`src/design/uart_pkg.sv`:
```
package uart_pkg;

  typedef enum logic [2:0] {
    baud_4800,
    baud_9600,
    baud_14400,
    baud_19200,
    baud_38400,
    baud_57600,
    baud_115200,
    baud_230400
  } baud_sel_e;

  typedef enum logic [1:0] {
    parity_none,
    parity_even,
    parity_odd
  } parity_e;

  typedef struct packed {
    baud_sel_e baud_sel;
    parity_e   parity;
    logic      two_stop;
  } uart_cfg_t;

  typedef struct packed {
    logic [7:0] data;
    logic       parity_err;
    logic       frame_err;
  } rx_result_t;

  typedef enum logic [2:0] {
    tx_idle,
    tx_start,
    tx_data,
    tx_parity,
    tx_stop
  } tx_state_e;

  typedef enum logic [2:0] {
    rx_idle,
    rx_start,
    rx_data,
    rx_parity,
    rx_stop
  } rx_state_e;

  // Bits per second for each select code.
  function automatic int unsigned baud_rate(baud_sel_e sel);
    case (sel)
      baud_4800:   return 4800;
      baud_9600:   return 9600;
      baud_14400:  return 14400;
      baud_19200:  return 19200;
      baud_38400:  return 38400;
      baud_57600:  return 57600;
      baud_115200: return 115200;
      baud_230400: return 230400;
      default:     return 115200;
    endcase
  endfunction

endpackage

```
`src/design/baud_generator.sv`:
```
`timescale 1ns/1ps

module baud_generator #(
  parameter int unsigned CLK_FREQ   = 100000000,
  parameter int unsigned OVERSAMPLE = 16
) (
  input  logic                clk,
  input  logic                reset_n,
  input  uart_pkg::baud_sel_e cfg_baud,
  input  logic                baud_en,
  output logic                tick
);

  // Slowest rate sets the counter width.
  localparam int unsigned DIV_MAX =
    CLK_FREQ / (uart_pkg::baud_rate(uart_pkg::baud_4800) * OVERSAMPLE);
  localparam int CNT_W = $clog2(DIV_MAX + 1);

  logic [CNT_W-1:0] div_table [8];
  logic [CNT_W-1:0] divisor;
  logic [CNT_W-1:0] count;

  ////////////////////////////////////////
  // Divisor lookup
  ////////////////////////////////////////

  always_comb begin
    for (int i = 0; i < 8; i++) begin
      div_table[i] = CNT_W'(CLK_FREQ /
        (uart_pkg::baud_rate(uart_pkg::baud_sel_e'(i)) * OVERSAMPLE));
    end
  end

  always_ff @(posedge clk) begin
    divisor <= div_table[cfg_baud]; // One cycle behind the select.
  end

  ////////////////////////////////////////
  // Tick counter
  ////////////////////////////////////////

  always_ff @(posedge clk or negedge reset_n) begin
    if (!reset_n) begin
      count <= '0;
      tick  <= 1'b0;
    end else if (baud_en) begin
      if (count == divisor - CNT_W'(1)) begin
        count <= '0;
        tick  <= 1'b1; // One cycle wide.
      end else begin
        count <= count + CNT_W'(1);
        tick  <= 1'b0;
      end
    end else begin
      count <= '0; // Restart on next enable.
      tick  <= 1'b0;
    end
  end

  ////////////////////////////////////////
  // Checks
  ////////////////////////////////////////

  // A disabled generator stays quiet.
  tick_needs_enable : assert property (
    @(posedge clk) disable iff (!reset_n)
    !$past(baud_en) |-> !tick
  );

endmodule

```
`src/design/rx_controller.sv`:
```
`timescale 1ns/1ps

module rx_controller (
  input  logic                 clk,
  input  logic                 reset_n,
  input  logic                 rx_line,
  input  uart_pkg::uart_cfg_t  cfg,
  input  logic                 tick,
  output logic                 baud_en,
  output logic                 sample,
  output logic                 clear,
  output logic                 rx_bit,
  input  logic [7:0]           data,
  input  logic                 par_acc,
  output logic                 rx_valid,
  output uart_pkg::rx_result_t rx_result
);

  uart_pkg::rx_state_e state;
  uart_pkg::uart_cfg_t cfg_q;
  logic [1:0]          rx_sync;
  logic                rx_prev;
  logic [3:0]          tick_cnt;
  logic [2:0]          bit_cnt;
  logic                par_err_q;
  logic                frame_err_q;
  logic                start_edge;
  logic                mid_bit;
  logic                stop_last;

  ////////////////////////////////////////
  // Input sync and edge detect
  ////////////////////////////////////////

  always_ff @(posedge clk or negedge reset_n) begin
    if (!reset_n) begin
      rx_sync <= 2'b11;
      rx_prev <= 1'b1;
    end else begin
      rx_sync <= {rx_sync[0], rx_line};
      rx_prev <= rx_sync[1];
    end
  end

  assign rx_bit     = rx_sync[1];
  assign start_edge = (state == uart_pkg::rx_idle) && rx_prev && !rx_sync[1];
  // 8th tick in the start bit, then every 16th.
  assign mid_bit    = tick && ((state == uart_pkg::rx_start) ?
                               (tick_cnt == 4'd7) : (tick_cnt == 4'd15));
  assign baud_en    = (state != uart_pkg::rx_idle);
  assign clear      = start_edge;
  assign sample     = mid_bit && (state == uart_pkg::rx_data);
  assign stop_last  = mid_bit && (state == uart_pkg::rx_stop) &&
                      (!cfg_q.two_stop || bit_cnt[0]);

  ////////////////////////////////////////
  // Frame FSM
  ////////////////////////////////////////

  always_ff @(posedge clk or negedge reset_n) begin
    if (!reset_n) begin
      state       <= uart_pkg::rx_idle;
      cfg_q       <= '0;
      tick_cnt    <= '0;
      bit_cnt     <= '0;
      par_err_q   <= 1'b0;
      frame_err_q <= 1'b0;
      rx_valid    <= 1'b0;
    end else begin
      rx_valid <= 1'b0;
      if (tick) tick_cnt <= mid_bit ? 4'd0 : tick_cnt + 4'd1;
      case (state)
        uart_pkg::rx_idle: begin
          if (start_edge) begin
            state       <= uart_pkg::rx_start;
            cfg_q       <= cfg;
            tick_cnt    <= '0;
            bit_cnt     <= '0;
            par_err_q   <= 1'b0; // Stays clear without parity.
            frame_err_q <= 1'b0;
          end
        end
        uart_pkg::rx_start: begin
          // A high start bit was a glitch.
          if (mid_bit) state <= rx_sync[1] ? uart_pkg::rx_idle : uart_pkg::rx_data;
        end
        uart_pkg::rx_data: begin
          if (mid_bit) begin
            bit_cnt <= bit_cnt + 3'd1;
            if (bit_cnt == 3'd7) begin
              state <= (cfg_q.parity != uart_pkg::parity_none) ?
                       uart_pkg::rx_parity : uart_pkg::rx_stop;
            end
          end
        end
        uart_pkg::rx_parity: begin
          if (mid_bit) begin
            par_err_q <= (par_acc ^ rx_sync[1]) != (cfg_q.parity == uart_pkg::parity_odd);
            state     <= uart_pkg::rx_stop;
          end
        end
        uart_pkg::rx_stop: begin
          if (mid_bit) begin
            frame_err_q <= frame_err_q | !rx_sync[1];
            bit_cnt     <= bit_cnt + 3'd1;
            if (stop_last) begin
              state    <= uart_pkg::rx_idle;
              rx_valid <= 1'b1; // Middle of the last stop bit.
            end
          end
        end
        default: state <= uart_pkg::rx_idle;
      endcase
    end
  end

  always_ff @(posedge clk) begin
    if (stop_last) begin
      rx_result.data       <= data;
      rx_result.parity_err <= par_err_q;
      rx_result.frame_err  <= frame_err_q | !rx_sync[1];
    end
  end

  // One pulse per frame.
  valid_single_pulse : assert property (
    @(posedge clk) disable iff (!reset_n)
    rx_valid |=> !rx_valid
  );

endmodule

```
`src/design/rx_shifter.sv`:
```
`timescale 1ns/1ps

module rx_shifter (
  input  logic       clk,
  input  logic       reset_n,
  input  logic       clear,
  input  logic       sample,
  input  logic       rx_bit,
  output logic [7:0] data,
  output logic       par_acc
);

  always_ff @(posedge clk or negedge reset_n) begin
    if (!reset_n) begin
      data    <= '0;
      par_acc <= 1'b0;
    end else if (clear) begin
      data    <= '0; // New frame.
      par_acc <= 1'b0;
    end else if (sample) begin
      data    <= {rx_bit, data[7:1]}; // First bit ends up in bit 0.
      par_acc <= par_acc ^ rx_bit;
    end
  end

endmodule

```
`src/design/tx_controller.sv`:
```
`timescale 1ns/1ps

module tx_controller (
  input  logic                clk,
  input  logic                reset_n,
  input  logic                tx_valid,
  output logic                tx_ready,
  input  uart_pkg::uart_cfg_t cfg,
  input  logic                tick,
  output logic                baud_en,
  output logic                load,
  output logic                shift,
  input  logic                bit_out,
  input  logic                par_bit,
  output logic                tx_line
);

  uart_pkg::tx_state_e state;
  uart_pkg::uart_cfg_t cfg_q;
  logic [2:0]          bit_cnt;
  logic                accept;

  assign tx_ready = (state == uart_pkg::tx_idle);
  assign accept   = tx_valid && tx_ready;
  assign load     = accept;
  assign shift    = tick && (state == uart_pkg::tx_data);
  assign baud_en  = !tx_ready; // Runs for the whole frame.

  ////////////////////////////////////////
  // Frame FSM
  ////////////////////////////////////////

  always_ff @(posedge clk or negedge reset_n) begin
    if (!reset_n) begin
      state   <= uart_pkg::tx_idle;
      cfg_q   <= '0;
      bit_cnt <= '0;
    end else begin
      case (state)
        uart_pkg::tx_idle: begin
          if (accept) begin
            state   <= uart_pkg::tx_start;
            cfg_q   <= cfg; // Held for the frame.
            bit_cnt <= '0;
          end
        end
        uart_pkg::tx_start: begin
          if (tick) state <= uart_pkg::tx_data;
        end
        uart_pkg::tx_data: begin
          if (tick) begin
            bit_cnt <= bit_cnt + 3'd1; // Wraps to 0 for the stop count.
            if (bit_cnt == 3'd7) begin
              state <= (cfg_q.parity != uart_pkg::parity_none) ?
                       uart_pkg::tx_parity : uart_pkg::tx_stop;
            end
          end
        end
        uart_pkg::tx_parity: begin
          if (tick) state <= uart_pkg::tx_stop;
        end
        uart_pkg::tx_stop: begin
          if (tick) begin
            bit_cnt <= bit_cnt + 3'd1;
            if (!cfg_q.two_stop || bit_cnt[0]) state <= uart_pkg::tx_idle;
          end
        end
        default: state <= uart_pkg::tx_idle;
      endcase
    end
  end

  // Line level per bit.
  always_comb begin
    case (state)
      uart_pkg::tx_start:  tx_line = 1'b0;
      uart_pkg::tx_data:   tx_line = bit_out;
      uart_pkg::tx_parity: tx_line = par_bit;
      default:             tx_line = 1'b1; // Idle and stop.
    endcase
  end

  // Line rests high between frames.
  idle_line_high : assert property (
    @(posedge clk) disable iff (!reset_n)
    tx_ready |-> tx_line
  );

endmodule

```
`src/design/tx_shifter.sv`:
```
`timescale 1ns/1ps

module tx_shifter (
  input  logic              clk,
  input  logic              reset_n,
  input  logic              load,
  input  logic              shift,
  input  logic [7:0]        tx_data,
  input  uart_pkg::parity_e parity,
  output logic              bit_out,
  output logic              par_bit
);

  logic [7:0] shift_q;

  always_ff @(posedge clk or negedge reset_n) begin
    if (!reset_n) begin
      shift_q <= 8'hff;
      par_bit <= 1'b0;
    end else if (load) begin
      shift_q <= tx_data;
      // Odd mode inverts the XOR.
      par_bit <= (^tx_data) ^ (parity == uart_pkg::parity_odd);
    end else if (shift) begin
      shift_q <= {1'b1, shift_q[7:1]}; // LSB first.
    end
  end

  assign bit_out = shift_q[0];

endmodule

```
`src/design/uart_core.sv`:
```
`timescale 1ns/1ps

module uart_core #(
  parameter int unsigned CLK_FREQ = 100000000
) (
  input  logic                 clk,
  input  logic                 reset_n,
  input  uart_pkg::uart_cfg_t  cfg,
  input  logic                 tx_valid,
  output logic                 tx_ready,
  input  logic [7:0]           tx_data,
  output logic                 tx_line,
  input  logic                 rx_line,
  output logic                 rx_valid,
  output uart_pkg::rx_result_t rx_result
);

  logic       tx_baud_en;
  logic       tx_tick;
  logic       tx_load;
  logic       tx_shift;
  logic       tx_bit;
  logic       tx_par_bit;
  logic       rx_baud_en;
  logic       rx_tick;
  logic       rx_sample;
  logic       rx_clear;
  logic       rx_bit;
  logic [7:0] rx_data;
  logic       rx_par_acc;

  ////////////////////////////////////////
  // Transmit path
  ////////////////////////////////////////

  baud_generator #(.CLK_FREQ(CLK_FREQ), .OVERSAMPLE(1)) u_tx_baud (
    .clk      (clk),
    .reset_n  (reset_n),
    .cfg_baud (cfg.baud_sel),
    .baud_en  (tx_baud_en),
    .tick     (tx_tick)
  );

  tx_controller u_tx_ctrl (
    .clk      (clk),
    .reset_n  (reset_n),
    .tx_valid (tx_valid),
    .tx_ready (tx_ready),
    .cfg      (cfg),
    .tick     (tx_tick),
    .baud_en  (tx_baud_en),
    .load     (tx_load),
    .shift    (tx_shift),
    .bit_out  (tx_bit),
    .par_bit  (tx_par_bit),
    .tx_line  (tx_line)
  );

  tx_shifter u_tx_shift (
    .clk     (clk),
    .reset_n (reset_n),
    .load    (tx_load),
    .shift   (tx_shift),
    .tx_data (tx_data),
    .parity  (cfg.parity), // Latched on load.
    .bit_out (tx_bit),
    .par_bit (tx_par_bit)
  );

  ////////////////////////////////////////
  // Receive path
  ////////////////////////////////////////

  baud_generator #(.CLK_FREQ(CLK_FREQ), .OVERSAMPLE(16)) u_rx_baud (
    .clk      (clk),
    .reset_n  (reset_n),
    .cfg_baud (cfg.baud_sel),
    .baud_en  (rx_baud_en),
    .tick     (rx_tick)
  );

  rx_controller u_rx_ctrl (
    .clk       (clk),
    .reset_n   (reset_n),
    .rx_line   (rx_line),
    .cfg       (cfg),
    .tick      (rx_tick),
    .baud_en   (rx_baud_en),
    .sample    (rx_sample),
    .clear     (rx_clear),
    .rx_bit    (rx_bit),
    .data      (rx_data),
    .par_acc   (rx_par_acc),
    .rx_valid  (rx_valid),
    .rx_result (rx_result)
  );

  rx_shifter u_rx_shift (
    .clk     (clk),
    .reset_n (reset_n),
    .clear   (rx_clear),
    .sample  (rx_sample),
    .rx_bit  (rx_bit),
    .data    (rx_data),
    .par_acc (rx_par_acc)
  );

endmodule

```
`config.mk`:
```
export PLATFORM = sky130hd
export DESIGN_NAME = uart_core
export DESIGN_NICKNAME = d
export VERILOG_FILES = /design/src/design/uart_pkg.sv /design/src/design/baud_generator.sv /design/src/design/rx_controller.sv /design/src/design/rx_shifter.sv /design/src/design/tx_controller.sv /design/src/design/tx_shifter.sv /design/src/design/uart_core.sv
export SDC_FILE = /design/constraint.sdc
export NUM_CORES = 1
export LEC_CHECK = 0
export BUFFER_PORTS_ARGS = -buffer_cell sky130_fd_sc_hd__buf_2
export CAP_MARGIN = 5
export CORE_MARGIN = 4
export CORE_UTILIZATION = 55
export DETAILED_ROUTE_END_ITERATION = 8
export HOLD_SLACK_MARGIN = 0.15
export MAX_ROUTING_LAYER = met4
export PLACE_DENSITY = 0.76
export SLEW_MARGIN = 30
export SYNTH_ARGS = -nofsm -noshare
export SYNTH_HDL_FRONTEND = slang
export SYNTH_SLANG_ARGS = --single-unit
export TNS_END_PERCENT = 20
```
`constraint.sdc`:
```
create_clock -name clk -period 2.81 [get_ports clk]
set_clock_uncertainty 0.1 [all_clocks]
set_input_delay 0.562 -clock clk [delete_from_list [all_inputs] [get_ports clk]]
set_output_delay 0.562 -clock clk [all_outputs]
set_load 0.02 [all_outputs]
```
==> qor.yml <==
run_status:
  outcome: "completed"
cts:
  cts_buffers: 9
  cts-root-buf: "clkbuf_8"
  postCtsSetupBuffers: 0
  cts_tree: "yes"
  clock_latency_ns: 0.37
  post_cts_resized: 0
  clock_sinks: 99
  ctsLongestPathBuffers: 2
  clk_pin_slew_ns: 0.11
  htreeDepth: 3
worst_setup_path:
  cpPeakStageDelay_ns: 0.61
  start_kind: "flop"
  cp.arrival_ns: 2.71
  r2r-start: "u_tx_baud.divisor[0]$_SDFF_PP0_"
  worst_path_max_delay_cell: "nor3b_1"
  crit_buf_inv: 2
  cp_top_family: "simple AND/OR/NAND/NOR gates"
  critPathKind: "flop to flop"
  cp-startpoint: "u_tx_baud.divisor[0]$_SDFF_PP0_"
  r2r-end: "u_tx_baud.count[8]$_DFF_PN0_"
  cp.required_ns: 2.94
  crit_chain: "inv_1 -> ha_1 -> nor3b_1 -> o21ai_0 -> xnor2_1 -> nor3_1 -> and4_1 -> buf_4 -> a211oi_1"
  end_kind: "flop"
  r2r_cells: 9
  r2r_slack_ns: 0.23
  path_max_fanout: 16
route:
  avgViaCountPerCell: 5.54
  drtIter0Drc: 228
  first_pass_iters: 4
  drc: 0
  finalWirelength_mm: 9.94
  antenna_left: 0
  vias: 3778
  wl_per_cell_um: 14.6
sta:
  rsz0062_at_grt: "false"
  slew_headroom: 0.520
  setup_tns_ns: 0
  setup_viol: 0
  final_max_slew_viol_count: 0
  hold_viol: 0
  post-route-period-util: 0.918
  fin_ws_ns: 0.229
  min_period_ns: 2.58
  fin_hold_ws_ns: 0.266
  fmax_mhz: 387
  tightest_slew_ns: 0.718
die:
  ios: 31
  fp.dieH_um: 106
  die_area_sq_um: 11100
  placementRows: 35
  start_util: 0.566
  die_width_um: 106
  fp.coreArea_sq_um: 9240
placement:
  post-place-ws_ns: 0.258
  gp_congestion: 0.882
  port_buffers: 30
  dp_cells: 664
  dp_hpwl_mm: 7.16
hold_path:
  min_delay_path_depth: 0
  hold_path.startpoint: "u_rx_ctrl.rx_sync[0]$_DFF_PN1_"
  min_to: "u_rx_ctrl.rx_sync[1]$_DFF_PN1_"
  hp-class: "flop to flop"
finish:
  nets: 581
  drive_gt1_frac: 0.146
  register_area_sq_um: 2470
  final_util: 0.622
  syn_to_final_growth_pct: 9.95
  multi_input_area_sq_um: 2610
  antennaDiodeCount: 0
  fillers: 785
  finalNonFillerCells: 682
grt:
  grt_overflow: 0
  antenna_found_initial: 0
  grt_pass1_vias: 3618
  grt_use_total: 0.193
  grt_pass1_wl_mm: 17.3
  grt_max_degree: 75
synthesis:
  synth_cell_types: 51
  synth_warnings: 0
  avgSynthCellArea_sq_um: 10.0
  synth_enable_flop_cells: 10
  syn-num-nets: 554
  async_flop_share: 0.747
  synthFlopType: "dfrtp_1"
  synth_seq_cells: 99
  syn-instance-count: 521
  netlist_area_sq_um: 5230
  ys_seq_area_frac: 0.472
pwr:
  peakVddDrop_v: 0.000272
  p_leak_nw: 2.58
  p_per_area_nw_per_um2: 607
job:
  maxCapViolCount: 0
## kinds of logic (layout without fill, tap and decap cells)
| family | Yosys count | in the layout | share of synthesized area |
|---|---|---|---|
| and+or+nand+nor | 188 | 188 | 0.182 |
| DFF | 99 | 99 | 0.472 |
| xor gates and xnor gates | 74 | 74 | 0.124 |
| muxes | 26 | 26 | 0.0514 |
| adders and majority gates | 15 | 15 | 0.0359 |
| buffers and inverters | 39 | 71 | 0.0301 |
| AOI/OAI and AO/OA | 80 | 80 | 0.105 |
## flip-flops by register name, summed over array words and instances, names as in the netlist
name                   cells
u_rx_ctrl.tick_cnt         4
u_rx_ctrl.rx_result       10
u_rx_ctrl.rx_sync          2
u_rx_ctrl.rx_valid         1
u_rx_ctrl.state            3
u_tx_ctrl.bit_cnt          3
u_tx_ctrl.state            3
u_rx_shift.par_acc         1
u_tx_baud.divisor         14
u_rx_ctrl.bit_cnt          3
u_tx_baud.tick             1
u_rx_ctrl.frame_err_q      1
u_tx_ctrl.cfg_q            3
u_rx_baud.tick             1
u_tx_baud.count           15
u_tx_shift.par_bit         1
u_rx_ctrl.cfg_q            3
u_rx_shift.data            8
u_rx_ctrl.par_err_q        1
u_tx_shift.shift_q         8
u_rx_baud.count           11
u_rx_ctrl.rx_prev          1
u_rx_baud.divisor          1
## synthesized netlist by cell type, types with 6 or more instances
library cell | number | area [sq um]
a211oi_1 | 17 | 128
a21oi_1 | 6 | 30.0
and3_1 | 9 | 56.3
clkbuf_1 | 23 | 86.3
dfrtp_1 | 63 | 1580
dfstp_2 | 11 | 289
dfxtp_1 | 15 | 300
edfxtp_1 | 10 | 300
ha_1 | 15 | 188
inv_1 | 12 | 45.0
mux2_2 | 7 | 78.8
mux2i_1 | 19 | 190
nand2_1 | 42 | 158
nand3_1 | 28 | 140
nand4_1 | 7 | 43.8
nor2_1 | 36 | 135
nor2b_1 | 12 | 75.1
nor3_1 | 22 | 110
o21ai_0 | 26 | 130
xnor2_1 | 36 | 315
xor2_1 | 38 | 333
## power breakdown
part / internal, mW / total (mW) / switching [mW]
logic: 0.374 / 0.813 / 0.439
clock network: 0.356 / 0.912 / 0.556
registers: 1.57 / 1.77 / 0.195
total: 2.30 / 3.49 / 1.19
## stage by stage
step | cell area [sq um] | power [mW]
3_3_place_gp | 5530 | 2.57
6_report | 5750 | 3.49
2_1_floorplan | 5230 | 2.38
5_1_grt | 5750 | 3.71
3_5_place_dp | 5530 | 2.60
4_1_cts | 5740 | 3.52
## how the worst max path moves through the flow
stage / endpoint / cells past startpoint
3_5_place_dp: u_tx_baud.count[11]$_DFF_PN0_ / 9
5_1_grt: u_tx_baud.count[2]$_DFF_PN0_ / 9
3_3_place_gp: u_tx_baud.count[11]$_DFF_PN0_ / 9
4_1_cts: u_tx_baud.count[2]$_DFF_PN0_ / 9
6_report: u_tx_baud.count[8]$_DFF_PN0_ / 9
2_1_floorplan: u_tx_baud.count[10]$_DFF_PN0_ / 10
## repair_timing
| action | in CTS | in global routing |
|---|---|---|
| endpoints found under the hold margin | 63 | 1 |
| setup endpoints to repair | 0 | 0 |
| hold buffers | 1 | 1 |
## metal layers
layer,share of wire,up-vias,track usage,wire length [um]
met5,0,-,-,0
met4,0.0075,0,0.0472,75
met3,0.032,6,0.0361,317
met2,0.49,64,0.307,4870
met1,0.47,1818,0.259,4680
li1,-,1890,-,-
## cells in the final DEF, fill, tap and decap left out, drive strengths merged, types with 12 or more instances in the layout
cell,netlist,layout
dfrtp,63,63
nand2,42,42
buf,4,41
xor2,38,38
xnor2,36,36
nor2,36,36
nand3,28,28
o21ai,27,27
nor3,22,22
mux2i,19,19
a211oi,17,17
inv,12,17
ha,15,15
dfxtp,15,15
nor2b,12,12
## final cells by class
| type | count | area share |
|---|---|---|
| multi-input combinational | 383 | 0.454 |
| timing repair buffer | 43 | 0.0461 |
| clock buffer | 9 | 0.0215 |
| tap | 129 | 0.0281 |
| inverter | 12 | 0.00783 |
| clock inverter | 7 | 0.0133 |
| sequential | 99 | 0.429 |
No activity file was read; power rests on OpenSTA's default activity.
